==> config.mk <==
export PLATFORM = sky130hd
export DESIGN_NAME = virtualPhy
export DESIGN_NICKNAME = d
export VERILOG_FILES = /design/src/hdl/mdioPkg.sv /design/src/hdl/phyRegPkg.sv /design/src/hdl/mdioFrameRx.sv /design/src/hdl/phyRegBank.sv /design/src/hdl/mdioResponder.sv /design/src/hdl/virtualPhy.sv
export SDC_FILE = /design/constraint.sdc
export NUM_CORES = 1
export LEC_CHECK = 0
export ABC_AREA = 1
export BUFFER_PORTS_ARGS = -buffer_cell sky130_fd_sc_hd__clkbuf_2
export CORE_MARGIN = 2
export CORE_UTILIZATION = 56
export CTS_CLUSTER_DIAMETER = 60
export DETAILED_ROUTE_END_ITERATION = 8
export PLACE_DENSITY = 0.75
export SYNTH_ARGS = -nofsm -noshare
export SYNTH_HDL_FRONTEND = slang
export SYNTH_SLANG_ARGS = --single-unit
==> constraint.sdc <==
create_clock -name ctrl_wen -period 2.33 [get_ports ctrl_wen]
set_input_delay 0.233 -clock ctrl_wen [delete_from_list [all_inputs] [get_ports ctrl_wen]]
set_output_delay 0.233 -clock ctrl_wen [all_outputs]
set_load 0.005 [all_outputs]
==> src/hdl/mdioPkg.sv <==
// MDIO management frame definitions
// Opcode and receiver state enums, frame header struct, bit positions
package mdioPkg;

    // Clause-22 opcode field, read and write only
    typedef enum logic [1:0]
    {
        OP_INVALID = 2'b00,     // Clause-45 address, not handled
        OP_WRITE   = 2'b01,
        OP_READ    = 2'b10,
        OP_RSVD    = 2'b11      // Clause-45 read, not handled
    } mdioOpE;

    // Receiver FSM
    typedef enum logic [1:0]
    {
        RX_IDLE = 2'd0,         // Preamble search
        RX_RECV = 2'd1,         // Frame bits shifting in
        RX_SAVE = 2'd2          // One cycle to log the frame
    } rxStateE;

    // Header fields, live from the frame shift register
    typedef struct packed
    {
        logic       startOk;    // ST pattern 01 seen
        mdioOpE     op;
        logic [4:0] phyAddr;
        logic [4:0] regAddr;
    } mdioHdrS;

    localparam logic [4:0] PHY_ADDR     = 5'd1;    // Our address on the bus
    localparam int         PREAMBLE_LEN = 32;      // Consecutive ones before ST
    localparam int         FRAME_BITS   = 32;      // ST through data
    localparam int         HDR_LAST_BIT = 14;      // Header bits 0..13 received by then
    localparam int         TA_FIRST_BIT = 14;      // First turnaround bit, MSB-first index

endpackage

==> src/hdl/phyRegPkg.sv <==
// PHY register image and debug port definitions
// Fixed register values, link dependent bits and the debug status word layout
package phyRegPkg;

    // BMSR with link bits clear, bits 5 and 2 follow the link flag
    localparam logic [15:0] BMSR_BASE  = 16'h7908;
    localparam logic [15:0] REG17_LINK = 16'hac00;   // 1G full duplex, link up
    localparam logic [4:0]  REG17_ADDR = 5'd17;      // Vendor specific status

    // Standard registers 0..15
    localparam logic [15:0] REG_INIT [16] = '{
        16'h1040,       // BMCR, 1G with auto-negotiation enabled
        BMSR_BASE,      // BMSR, link bits added in the bank
        16'h7e19,       // PHYID1
        16'hc010,       // PHYID2, model 1 rev 0
        16'h0801,       // ANAR, asymmetric pause
        16'h0c01,       // ANLPAR
        16'h0000,       // ANER
        16'h0000,       // ANNPTR
        16'h0000,       // ANNPRR
        16'h0200,       // GBCR, advertise 1G full duplex
        16'h7c00,       // GBSR, master
        16'h0000,
        16'h0000,
        16'h0000,       // MACR
        16'h0000,       // MAADR
        16'h2000        // GBESR, 1G full duplex capable
    };

    // Debug address map, low byte of regRaddr
    localparam logic [7:0] DBG_LOG_BASE    = 8'hb0;  // b0..bf frame log
    localparam logic [7:0] DBG_STATUS_ADDR = 8'haf;

    // Debug status word, MSB first
    typedef struct packed
    {
        logic [2:0] zero3;
        logic [4:0] regNew;          // Last unsupported register seen
        logic [2:0] zero2;
        logic [4:0] phyAddr;
        logic [2:0] zero1;
        logic [4:0] regAddr;
        logic [3:0] preambleErrCnt;
        logic       zero0;
        logic       startOk;
        logic [1:0] op;
    } dbgStatusS;

endpackage

==> src/hdl/mdioFrameRx.sv <==
// MDIO frame receiver
// Samples the host MDC on the system clock, finds the preamble and shifts in
// the 32-bit frame, taking reply bits back from mdioIn on reads
module mdioFrameRx
(
    input  logic             ctrl_wen,
    input  logic             rstN,
    input  logic             mdc,
    input  logic             mdioOut,          // Host drive level
    input  logic             mdioTri,          // Host released the line
    input  logic             mdioIn,           // Our own reply, looped back
    output mdioPkg::mdioHdrS hdr,
    output logic [4:0]       bitIdx,
    output logic             mdcRise,
    output logic             frameDone,
    output logic [31:0]      frameWord,
    output logic [3:0]       preambleErrCnt
);

    logic [1:0]       mdcSync;    // [1] is the synchronized copy
    logic             mdcLast;    // For edge detection
    logic [1:0]       outSync;    // Kept in step with MDC
    logic [1:0]       triSync;
    logic [4:0]       preCnt;     // Consecutive preamble ones
    logic             doRead;
    mdioPkg::rxStateE rxState;

    // Header straight from the shift register
    assign hdr.startOk = (frameWord[31:30] == 2'b01);
    assign hdr.op      = mdioPkg::mdioOpE'(frameWord[29:28]);
    assign hdr.phyAddr = frameWord[27:23];
    assign hdr.regAddr = frameWord[22:18];

    // Reply data is taken from our own output, not the host's line
    assign doRead = (hdr.op == mdioPkg::OP_READ) &&
                    (bitIdx >= 5'(mdioPkg::TA_FIRST_BIT));

    // Synchronizers and MDC rise pulse
    always_ff @(posedge ctrl_wen or negedge rstN)
    begin
        if (!rstN)
        begin
            mdcSync <= 2'b00;
            mdcLast <= 1'b0;
            outSync <= 2'b00;
            triSync <= 2'b00;
            mdcRise <= 1'b0;
        end
        else
        begin
            mdcSync <= {mdcSync[0], mdc};
            outSync <= {outSync[0], mdioOut};
            triSync <= {triSync[0], mdioTri};
            mdcLast <= mdcSync[1];
            mdcRise <= mdcSync[1] & ~mdcLast;   // Third cycle after the MDC edge
        end
    end

    always_ff @(posedge ctrl_wen or negedge rstN)
    begin
        if (!rstN)
        begin
            rxState        <= mdioPkg::RX_IDLE;
            preCnt         <= 5'd0;
            bitIdx         <= 5'd0;
            frameWord      <= 32'd0;   // Status word reads 0 after reset
            frameDone      <= 1'b0;
            preambleErrCnt <= 4'd0;
        end
        else
        begin
            frameDone <= 1'b0;
            case (rxState)
                mdioPkg::RX_IDLE:
                begin
                    if (mdcRise)
                    begin
                        if (triSync[1])
                            preCnt <= 5'd0;                 // Released line, no error
                        else if (outSync[1])
                        begin
                            if (preCnt == 5'(mdioPkg::PREAMBLE_LEN - 1))
                            begin
                                preCnt  <= 5'd0;
                                rxState <= mdioPkg::RX_RECV;
                            end
                            else
                                preCnt <= preCnt + 5'd1;
                        end
                        else
                        begin
                            // Driven zero breaks the preamble
                            preambleErrCnt <= preambleErrCnt + 4'd1;   // Wraps
                            preCnt         <= 5'd0;
                        end
                    end
                end
                mdioPkg::RX_RECV:
                begin
                    if (mdcRise)
                    begin
                        frameWord[~bitIdx] <= doRead ? mdioIn : outSync[1];   // MSB first
                        bitIdx <= bitIdx + 5'd1;                             // Wraps to 0 at end
                        if (bitIdx == 5'(mdioPkg::FRAME_BITS - 1))
                        begin
                            rxState   <= mdioPkg::RX_SAVE;
                            frameDone <= 1'b1;
                        end
                    end
                end
                mdioPkg::RX_SAVE:
                    rxState <= mdioPkg::RX_IDLE;   // Responder logs during this cycle
                default:
                    rxState <= mdioPkg::RX_IDLE;
            endcase
        end
    end

    assert property (@(posedge ctrl_wen) disable iff (!rstN)
        frameDone |=> !frameDone);

    assert property (@(posedge ctrl_wen) disable iff (!rstN)
        rxState inside {mdioPkg::RX_IDLE, mdioPkg::RX_RECV, mdioPkg::RX_SAVE});

endmodule

==> src/hdl/phyRegBank.sv <==
// PHY register bank
// Holds the link flag and looks up the read value for the current header
module phyRegBank
(
    input  logic             ctrl_wen,
    input  logic             rstN,
    input  logic             linkOnMask,       // One-cycle update strobe
    input  logic             linkOnBit,
    input  mdioPkg::mdioHdrS hdr,
    output logic             linkOn,
    output logic [15:0]      readData,
    output logic             regUnsupported
);

    logic [15:0] regImage [16];
    logic        ourAddr;     // Frame targets PHY_ADDR
    logic        isStd;       // Registers 0..15
    logic        isReg17;
    logic        validOp;

    always_ff @(posedge ctrl_wen or negedge rstN)
    begin
        if (!rstN)
            linkOn <= 1'b0;
        else if (linkOnMask)
            linkOn <= linkOnBit;
    end

    // Fixed image with BMSR link bits patched in
    always_comb
    begin
        for (int i = 0; i < 16; i++)
        begin
            regImage[i] = phyRegPkg::REG_INIT[i];
        end
        // Autoneg complete on bit 5, link status on bit 2
        regImage[1] = phyRegPkg::BMSR_BASE | {10'd0, linkOn, 2'b00, linkOn, 2'b00};
    end

    assign ourAddr = (hdr.phyAddr == mdioPkg::PHY_ADDR);
    assign isStd   = ourAddr && !hdr.regAddr[4];
    assign isReg17 = ourAddr && (hdr.regAddr == phyRegPkg::REG17_ADDR);
    assign validOp = (hdr.op != mdioPkg::OP_INVALID) && (hdr.op != mdioPkg::OP_RSVD);

    always_comb
    begin
        if (isStd)
            readData = regImage[hdr.regAddr[3:0]];
        else if (isReg17 && linkOn)
            readData = phyRegPkg::REG17_LINK;
        else
            readData = 16'd0;   // Other address or unknown register
    end

    // Upper registers we do not model, kept for debug
    assign regUnsupported = ourAddr && hdr.regAddr[4] && !isReg17 && validOp;

    assert property (@(posedge ctrl_wen) disable iff (!rstN)
        !$stable(linkOn) |-> $past(linkOnMask));

endmodule

==> src/hdl/mdioResponder.sv <==
// MDIO reply and debug logic
// Drives read data onto mdioIn, logs finished frames and decodes debug reads
module mdioResponder
(
    input  logic             ctrl_wen,
    input  logic             rstN,
    input  mdioPkg::mdioHdrS hdr,
    input  logic [4:0]       bitIdx,
    input  logic             mdcRise,
    input  logic             frameDone,
    input  logic [31:0]      frameWord,
    input  logic [3:0]       preambleErrCnt,
    input  logic [15:0]      readData,
    input  logic             regUnsupported,
    input  logic [15:0]      regRaddr,
    output logic             mdioIn,
    output logic [31:0]      regRdata
);

    logic [5:0]             nextBit;     // Frame bit shown after this MDC rise
    logic [5:0]             taIdx;       // Offset into the reply word
    logic [17:0]            replyWord;   // Two TA zeros over the data
    logic                   replyBit;
    logic [31:0]            dbgLog [16]; // Circular frame log
    logic [3:0]             logPtr;
    logic [4:0]             regNew;
    phyRegPkg::dbgStatusS   statusWord;

    assign nextBit   = {1'b0, bitIdx} + 6'd1;
    assign taIdx     = nextBit - 6'(mdioPkg::TA_FIRST_BIT);
    assign replyWord = {2'b00, readData};

    always_comb
    begin
        replyBit = 1'b0;
        if ((hdr.op == mdioPkg::OP_READ) &&
            (nextBit >= 6'(mdioPkg::TA_FIRST_BIT)) &&
            (nextBit < 6'(mdioPkg::FRAME_BITS)))
            replyBit = replyWord[5'd17 - taIdx[4:0]];   // MSB first
    end

    // One bit ahead, so it is settled well before the host samples
    always_ff @(posedge ctrl_wen or negedge rstN)
    begin
        if (!rstN)
            mdioIn <= 1'b0;
        else if (mdcRise)
            mdioIn <= replyBit;
    end

    always_ff @(posedge ctrl_wen or negedge rstN)
    begin
        if (!rstN)
        begin
            logPtr <= 4'd0;
            regNew <= 5'd0;
        end
        else if (frameDone)
        begin
            logPtr <= logPtr + 4'd1;   // Oldest entry overwritten
            if (regUnsupported)
                regNew <= hdr.regAddr;
        end
    end

    always_ff @(posedge ctrl_wen)
    begin
        if (frameDone)
            dbgLog[logPtr] <= frameWord;
    end

    always_comb
    begin
        statusWord                = '0;
        statusWord.regNew         = regNew;
        statusWord.phyAddr        = hdr.phyAddr;
        statusWord.regAddr        = hdr.regAddr;
        statusWord.preambleErrCnt = preambleErrCnt;
        statusWord.startOk        = hdr.startOk;
        statusWord.op             = hdr.op;
    end

    // Debug port decode on the low address byte
    always_comb
    begin
        if (regRaddr[7:4] == phyRegPkg::DBG_LOG_BASE[7:4])
            regRdata = dbgLog[regRaddr[3:0]];
        else if (regRaddr[7:0] == phyRegPkg::DBG_STATUS_ADDR)
            regRdata = statusWord;
        else
            regRdata = 32'd0;
    end

    assert property (@(posedge ctrl_wen) disable iff (!rstN)
        (hdr.op != mdioPkg::OP_READ) |-> !mdioIn);

endmodule

==> src/hdl/virtualPhy.sv <==
// Virtual Ethernet PHY top
// Clause-22 MDIO slave at address 1 with a fixed register image and debug port
module virtualPhy
(
    input  logic        ctrl_wen,
    input  logic        rstN,
    input  logic        mdc,           // Host management clock, sampled
    input  logic        mdioOut,       // Host data out
    input  logic        mdioTri,       // Host tri-state enable
    input  logic        linkOnMask,
    input  logic        linkOnBit,
    input  logic [15:0] regRaddr,      // Debug read address
    output logic        mdioIn,        // Data back to the host
    output logic        linkOn,
    output logic [31:0] regRdata
);

    mdioPkg::mdioHdrS hdr;
    logic [4:0]       bitIdx;
    logic             mdcRise;
    logic             frameDone;
    logic [31:0]      frameWord;
    logic [3:0]       preambleErrCnt;
    logic [15:0]      readData;
    logic             regUnsupported;

    mdioFrameRx frameRxInst
    (
        .ctrl_wen       (ctrl_wen),
        .rstN           (rstN),
        .mdc            (mdc),
        .mdioOut        (mdioOut),
        .mdioTri        (mdioTri),
        .mdioIn         (mdioIn),
        .hdr            (hdr),
        .bitIdx         (bitIdx),
        .mdcRise        (mdcRise),
        .frameDone      (frameDone),
        .frameWord      (frameWord),
        .preambleErrCnt (preambleErrCnt)
    );

    phyRegBank regBankInst
    (
        .ctrl_wen       (ctrl_wen),
        .rstN           (rstN),
        .linkOnMask     (linkOnMask),
        .linkOnBit      (linkOnBit),
        .hdr            (hdr),
        .linkOn         (linkOn),
        .readData       (readData),
        .regUnsupported (regUnsupported)
    );

    mdioResponder responderInst
    (
        .ctrl_wen       (ctrl_wen),
        .rstN           (rstN),
        .hdr            (hdr),
        .bitIdx         (bitIdx),
        .mdcRise        (mdcRise),
        .frameDone      (frameDone),
        .frameWord      (frameWord),
        .preambleErrCnt (preambleErrCnt),
        .readData       (readData),
        .regUnsupported (regUnsupported),
        .regRaddr       (regRaddr),
        .mdioIn         (mdioIn),
        .regRdata       (regRdata)
    );

endmodule

After elaboration in Yosys (flattened, before gate mapping)
Memory sizes are Yosys's and may differ from the RTL's.
Index checks and enable logic that the tools add are counted.

operators by class
  div/mod/pow operators = 0
  bitwise logic cells = 6
  multiply operators = 0
  magnitude comparators = 7
  equal/unequal tests = 16
  reductions and logical operators = 20
  $add $sub $neg = 7
  shifts and indexed selects = 0
  mux-type cells = 29

operators with widths
  kind                                                         number
  binary-select mux 16 bit (select 4 bit)                      1
  2-to-1 mux 16 bit                                            4
  bitwise mux 32 bit                                           1
  2-to-1 mux 32 bit                                            1
  2-to-1 mux 29 bit                                            1
  == test 5 bit (second input constant)                        3
  2-to-1 mux 5 bit                                             3
  less-than comparator 5 x 6 -> 1 bit (second input constant)  2
  2-to-1 mux 2 bit                                             6
  logical AND 1 bit                                            11
  adder 5 x 1 -> 5 bit (second input constant)                 2
  inequality test 2 x 1 -> 1 bit (second input constant)       5
  2-to-1 mux 1 bit                                             9
  adder 4 x 1 -> 4 bit (second input constant)                 2
  == test 8 bit (second input constant)                        1
  adder 5 x 1 -> 6 bit (second input constant)                 1
  >= comparator 6 x 4 -> 1 bit (second input constant)         1
  less-than comparator 6 bit (second input constant)           1
  AND reduction 2 bit                                          3
  AND reduction 6 bit                                          1
  binary-select mux 1 bit (select 5 bit)                       1
  demux 1 bit (select 5 bit)                                   1
  == test 5 x 1 -> 1 bit (second input constant)               1
  >= comparator 5 x 1 -> 1 bit (second input constant)         1
  17 further kinds                                             22

storage, ports and cells
  logic and storage cells = 101
  bits in read-only memories = 0
  RAM bits = 512
  memories kept = 1
  output and inout port bits = 34
  register bits = 68
  bits in latches = 0
  input bits = 23

memory list
  memory                depth  width  rd ports  clocked after Yosys merged registers in  wr ports  line                 source
  responderInst.dbgLog  16     32     1         0                                        1         mdioResponder.sv:24  logic [31:0] dbgLog [16];

Depth between registers and ports, before layout
Gate-level depths: netlist of run 1.

  depth in word-level cells = 8
  gate-level depth with buffers = 14
  mapped depth without buffers = 14

Modules after synthesis
From an unflattened synthesis of run 1, not the netlist that was laid out.

unflattened totals
  cells, all modules = 2741
  area, all modules = 26279.0 um2

modules (own cells, without submodules)
  module         area an instance (um2)  instances  seq. area each (um2)  cells an instance
  mdioResponder  23092.1                 1          15625.0               2354
  mdioFrameRx    2741.4                  1          1426.4                315
  phyRegBank     445.4                   1          25.0                  72

Worst setup path before layout of run 1
Ideal clock, no wire load.

  kind = register to register
  start point = reg frameRxInst.frameDone
  end point = mem responderInst.dbgLog[11][0], enable pin
  clock period less this slack = 2538 ps
  cell stages (with the launch flop) = 4
  slack = -208 ps
  arrival = 2117 ps
  path through = dfrtp_1 clkbuf_1 nand2_1 nor2_1

on the way
  longest elaborated chain between the ends = 2

RTL lines
  element                                 line                 source
  start: declaration                      mdioFrameRx.sv:15    output logic frameDone,
  start signal: assignment                mdioFrameRx.sv:67    frameDone <= 1'b0;
  start signal: assignment                mdioFrameRx.sv:72    frameDone <= 1'b0;
  start signal: assignment                mdioFrameRx.sv:107   frameDone <= 1'b1;
  2-to-1 mux 1 bit                        mdioResponder.sv:68  if (frameDone)
  2-to-1 mux 1 bit (not written as such)  mdioResponder.sv:69  dbgLog[logPtr] <= frameWord;
  end: declaration                        mdioResponder.sv:24

Every way passes these cells.

Worst setup path after layout of run 1
  start point = in regRaddr[0]
  end point = out regRdata[3]

on the way
  longest elaborated chain between the ends = 2

RTL lines
  element               line                 source
  start: declaration    virtualPhy.sv:12     input logic [15:0] regRaddr,
  memory (16 x 32 bit)  --
  2-to-1 mux 32 bit     mdioResponder.sv:86  if (regRaddr[7:4] == phyRegPkg::DBG_LOG_BASE[7:4])
  end: declaration      virtualPhy.sv:15     output logic [31:0] regRdata

Every way passes these cells.

==> metrics.txt, run 1 <==
crit start category primary input; TritonCTS clock tree yes; Pre-antenna DRT Iters 6; crit-path max cell delay 480 ps; die width 209.8 µm; Post-synth EDFFs 512; critical path fanouts, max 53; leading area contributor after synthesis edfxtp_1; clock latency on the worst-skew pair 580 ps; fillcell total 2956; fin crit share 93.54%; Initial Util 56.70%; met1 Use GR 38.40%; die area 0.04403 mm²; final hold violations 0; H-Tree Level Count 2; Relative slew margins 40.02%; FF-to-FF Start frameRxInst.bitIdx[3]; Primary FF master, synth edfxtp_1; Setup-failing EPs final 0; Site Rows 75; Post-DP Area 0.02507 mm²; Peak VDD IR 0.5906 mV; final core utilization 64.48%; # diodes 0; Clock Sinks 580; switching power 4.365 mW; critical path's slowest cell buf_4; Cell Area, Synth 0.02373 mm²; crit end category output port; final WL 59.32 mm; CTS Buffer Depth 3; Synth cell types 35; DRT iter0 DRCs 2273; Comb power frac 4.3%; clock skew 10.92 ps; Reg2Reg Capture Point frameRxInst.frameWord[3]; Ys Warns 0; clock root cell clkbuf_16; R2R depth 8; post-DR vias/cell 6.167; switching share of power 20.60%; Final ANT Viol Nets 0; commonest cells after routing, fill and taps aside edfxtp_1 (512), nor2_1 (393), o21ai_0 (252), nand2_1 (167), o22ai_1 (76); clk slew on worst S/H paths 60 ps; via count 15916; Syn-to-layout area delta 13.72%; Worst R2R Setup Slack 210 ps; worst slew pin tran 899.6 ps; leakage power 8.223 nW; top cells by area, synth edfxtp_1 (65%), dfrtp_1 (7.2%), nor2_1 (6.5%); wire length of the first global-routing pass 90.24 mm; end of the critical path regRdata[3]; Setup Buffers After CTS 0; Mean Syn Cell Area 12.28 µm²; Design Area, Final 0.02698 mm²; Hold WC Path Type primary input to flop; hpwl dp 32.13 mm; PnR Total Power 21.19 mW; status complete, no violations; fin nets 2040; vias in the first global route 15528; top-area cell type share of the netlist area 64.79%; f_max 458.8 MHz; max-cap violations 0; critical path class primary input to output port; GR Layer Usage met2 42.95%; P_int 16.82 mW; Die Ht 209.8 µm; Cells after Synth 1932; Yosys reg bits 580; asr flop ratio synth 11.72%; GRT busiest layer met2; pwr dens 785.2 mW/mm²; RSZ-0062 raised after global routing no; GR Overflow Total 0; Critical Path AT 1950 ps; pin count of the biggest net entering global routing 75; Synth Net Count 1974; Req. time, crit path 2100 ps; share of cells above drive strength 1 12.68%; Ports 57; launch point of the worst path regRaddr[0]; GRT met3 Usage 3.965%; GRT Total Usage 27.20%; Slew Viols, Final 0; crit path time final 2179 ps; # port buffers 48; post-synthesis sequential area ratio 71.96%; Seq pwr share 53.0%; CTS buffer count 54; wire per inst 22.98 µm; RePlAce Congestion 0.8449; CP cell instances buf_6 > buf_4 > o21ai_0 > o221ai_1 > nand3_1 > a31oi_1 > clkbuf_2; core area 0.04185 mm²; initial antenna violation count 1; commonest non-fill, non-tap cell in the layout edfxtp_1; # DRC 0; Clk pwr share 42.7%
[metal layers]
layer | up-vias | share of wire (%)
li1 | 7095 | -
met1 | 7746 | 39
met2 | 931 | 47
met3 | 144 | 11
met4 | 0 | 3.6
met5 | - | 0
[synthesized netlist by cell type, types with 2 or more instances]
| library cell | instances |
|---|---|
| a21oi_1 | 12 |
| nand2_1 | 167 |
| o21bai_1 | 6 |
| nor2_1 | 410 |
| buf_1 | 4 |
| dfrtp_1 | 68 |
| o22ai_1 | 76 |
| ha_1 | 19 |
| inv_2 | 4 |
| nand2_2 | 2 |
| inv_1 | 56 |
| nor3_1 | 6 |
| nand3_1 | 70 |
| o21ai_0 | 252 |
| buf_2 | 34 |
| a31oi_1 | 13 |
| nand4_1 | 4 |
| clkbuf_1 | 46 |
| edfxtp_1 | 512 |
| buf_4 | 11 |
| o221ai_1 | 8 |
| buf_6 | 16 |
| o211ai_1 | 44 |
| a21oi_2 | 30 |
| xor2_1 | 8 |
| o21ai_1 | 45 |
[area by class of cell]
type	instances	area [µm²]	share of cell area [%]
sequential	580	17080	63.28
multi-input combinational	1178	5894	21.84
clock buffer	79	1642	6.083
timing repair buffer	124	1250	4.632
tap	539	674.4	2.499
inverter	60	230.2	0.8532
clock inverter	21	217.7	0.8068
[per-stage QoR]
stage	hold WS [ps]	TNS, ps	cells	worst slack (ps)
2_1_floorplan	-62.59	-84200	1932	-208.3
3_3_place_gp	335.2	0	2475	165.9
3_5_place_dp	341.3	0	2475	169.1
4_1_cts	278.5	0	2581	150.1
5_1_grt	292.4	0	2581	16.05
6_report	302.1	0	2581	150.6
[worst max-delay path: cells and delay by family]
kind                   cells  cell delay, ps
AO/OA/AOI/OAI              3             780
buffers and inverters      3             800
AND/OR/NAND/NOR            1             110
[power groups by stage]
stage	sequential, mW	clock (mW)	combinational (mW)
2_1_floorplan	11.4	0	0.579
3_3_place_gp	11.5	0	0.856
3_5_place_dp	11.5	0	0.880
4_1_cts	11.2	9.14	0.894
5_1_grt	11.2	9.52	0.996
6_report	11.2	9.05	0.905
[logic make-up after synthesis]
| family | Yosys count | synth area share (%) |
|---|---|---|
| XOR/XNOR | 8 | 0.2953 |
| buffers and inverters | 174 | 3.733 |
| AND/OR/NAND/NOR | 662 | 11.01 |
| flip-flops | 580 | 71.96 |
| adder cells (fa/ha/maj) | 19 | 1.002 |
| AO/OA/AOI/OAI | 489 | 12.00 |
[what timing repair did]
item | 4_1_cts | 5_1_grt
setup endpoints to repair | 0 | 0
gates resized for setup | 0 | 0
hold buffers | 6 | 0
hold endpoints to repair | 72 | 0
[worst min-delay path by stage]
stage | startpoint | to | depth (start not counted)
floorplan | rstN | frameRxInst.bitIdx[0] | 0
global placement | frameRxInst.triSync[0] | frameRxInst.triSync[1] | 0
detailed placement | frameRxInst.outSync[0] | frameRxInst.outSync[1] | 0
CTS | mdioTri | frameRxInst.triSync[0] | 2
global route | mdioTri | frameRxInst.triSync[0] | 2
finish | mdioTri | frameRxInst.triSync[0] | 2
[registers in the layout (all words and copies together), names as in the netlist]
| name | flops |
|---|---|
| frameRxInst.bitIdx | 5 |
| frameRxInst.mdcSync | 2 |
| frameRxInst.rxState | 2 |
| responderInst.dbgLog | 512 |
| frameRxInst.mdcRise | 1 |
| responderInst.logPtr | 4 |
| frameRxInst.outSync | 2 |
| responderInst.regNew | 5 |
| frameRxInst.mdcLast | 1 |
| regBankInst.linkOn | 1 |
| responderInst.mdioIn | 1 |
| frameRxInst.triSync | 2 |
| frameRxInst.frameWord | 32 |
| frameRxInst.preambleErrCnt | 4 |
| frameRxInst.frameDone | 1 |
| frameRxInst.preCnt | 5 |
No activity file was read; power rests on OpenSTA's default activity.
==> run 2: changes to the inputs <==
- CTS_BUF_LIST: not set -> sky130_fd_sc_hd__clkbuf_16
- SKIP_LAST_GASP: not set -> 1
==> run 2 against run 1 <==
Count of clock-buffer cells in the layout is 20 lower. Clock skew is 2.3 ps higher. Register-to-register slack hardly changed. Clock power is 4.0% lower. Utilization is 0.22 points lower. Setup slack better by 7.7 ps. Cell area is 0.33% lower. Critical path type unchanged. Largest power group unchanged. Highest routed layer unchanged.
==> metrics.txt, run 2 (same netlist as run 1, synthesis figures left out) <==
Min-Delay Endpoint frameRxInst.triSync[0]; GRT Total Usage 27.15%; final WL 59.19 mm; CP delay by family, top buffers and inverters; CP cell instances buf_4 > inv_2 > buf_4 > o21ai_0 > o22ai_1 > nor2_1 > o21bai_1 > nand2_1 > o21ai_1 > clkbuf_2; crit path time final 2172 ps; Setup-failing EPs final 0; crit end category output port; hold slack 299.8 ps; vias in the first global route 15509; status complete, no violations; Reg2Reg Capture Point frameRxInst.frameWord[3]; crit start category primary input; Pre-antenna DRT Iters 5; clock root cell clkbuf_16; H-Tree Level Count 2; RePlAce Congestion 0.8449; WP buf/inv 4; clock latency on the worst-skew pair 580 ps; Relative slew margins 39.75%; die width 209.8 µm; hpwl dp 32.13 mm; FF-to-FF Start frameRxInst.bitIdx[3]; Final ANT Viol Nets 0; Hold WC Path Type primary input to flop; critical path class primary input to output port; Top reg by flops responderInst.dbgLog; Clock Sinks 580; wire length of the first global-routing pass 90.07 mm; Req. time, crit path 2100 ps; Hold Path Cell Cnt 2; # diodes 0; TritonCTS clock tree yes; clk slew on worst S/H paths 70 ps; critical path fanouts, max 35; CTS buffer count 54; Site Rows 75; worst slew pin tran 903.8 ps; Initial Util 56.70%; GR Overflow Total 0; pwr dens 774.6 mW/mm²; largest registers responderInst.dbgLog: 512 flops, frameRxInst.frameWord: 32 flops; core area 0.04185 mm²; CP most frequent cell buf_4; Final TNS setup 0 ps; HP Start mdioTri; commonest cells after routing, fill and taps aside edfxtp_1 (512), nor2_1 (393), o21ai_0 (252), nand2_1 (167), o22ai_1 (76); Syn-to-layout area delta 13.34%; max-cap violations 0; Die Ht 209.8 µm; DRT iter0 DRCs 2329; f_max 460.5 MHz; max reg flops 512; fin nets 2040; leakage power 8.218 nW; clock skew 13.20 ps; fillcell total 2967; # DRC 0; Setup Buffers After CTS 0; RSZ-0062 raised after global routing no; wire per inst 22.93 µm; share of cells above drive strength 1 12.24%; Worst R2R Setup Slack 200 ps; final hold violations 0; die area 0.04403 mm²; commonest non-fill, non-tap cell in the layout edfxtp_1; # port buffers 48; R2R depth 8; critical path's slowest cell buf_4; Peak VDD IR 0.5944 mV; Slew Viols, Final 0; Ports 57; register area 0.01708 mm²; multi-input logic area 0.005894 mm²; Critical Path AT 1940 ps; via count 15963; crit-path max cell delay 370 ps; post-DR vias/cell 6.185; initial antenna violation count 1; pin count of the biggest net entering global routing 75; fin crit share 93.20%; CTS Buffer Depth 3
==> run 2: changes by cell type in the layout (fill, tap and decap cells not counted), sizes merged <==
cell	before	now
clkinv	12	21
clkbuf	124	104
inv	64	75
==> run 2: worst max path at each step <==
stage | slack [ps] | startpoint | depth (start not counted) | end
3_5_place_dp | 170 | regRaddr[1] | 10 | regRdata[12]
2_1_floorplan | -210 | frameRxInst.frameDone | 3 | responderInst.dbgLog[11][0]
4_1_cts | 150 | responderInst.dbgLog[10][6] | 8 | regRdata[6]
6_report | 160 | regRaddr[1] | 10 | regRdata[12]
5_1_grt | 20 | regRaddr[0] | 7 | regRdata[3]
3_3_place_gp | 170 | regRaddr[1] | 10 | regRdata[16]
==> run 2: layout make-up <==
class / instances / area share, %
clock inverters: 41 / 1.089
repair buffers: 124 / 4.648
well taps: 539 / 2.508
multi-input cells: 1178 / 21.92
inverters: 60 / 0.8560
flip-flops and latches: 580 / 63.49
clock buffers: 59 / 5.490
==> run 2: metal layers <==
| layer | vias to the layer above | global-route usage (%) | share of wire (%) |
|---|---|---|---|
| met2 | 909 | 42.88 | 47 |
| met3 | 139 | 4.085 | 10 |
| met1 | 7822 | 38.17 | 39 |
| li1 | 7093 | - | - |
| met5 | - | 0 | 0 |
| met4 | 0 | 11.57 | 3.5 |
==> run 2: through the flow <==
step / setup slack (ps) / area, µm² / utilization, % / total power [mW] / instances
2_1_floorplan: -208.3 / 23740 / - / 12.03 / 1932
3_3_place_gp: 165.9 / 25070 / 59.89 / 12.31 / 2475
3_5_place_dp: 169.1 / 25070 / 59.89 / 12.34 / 2475
4_1_cts: 150.2 / 26890 / 64.26 / 20.91 / 2581
5_1_grt: 18.30 / 26890 / 64.26 / 21.40 / 2581
6_report: 158.3 / 26890 / 64.26 / 20.83 / 2581
==> run 2: what timing repair did <==
action	4_1_cts	5_1_grt
hold buffers	6	0
gates resized for setup	0	0
endpoints found under the hold margin	72	0
==> run 2: where the power goes <==
| part | switching (mW) | internal (mW) |
|---|---|---|
| Sequential | 0.0338 | 11.2 |
| Clock | 3.70 | 4.99 |
| Combinational | 0.619 | 0.284 |
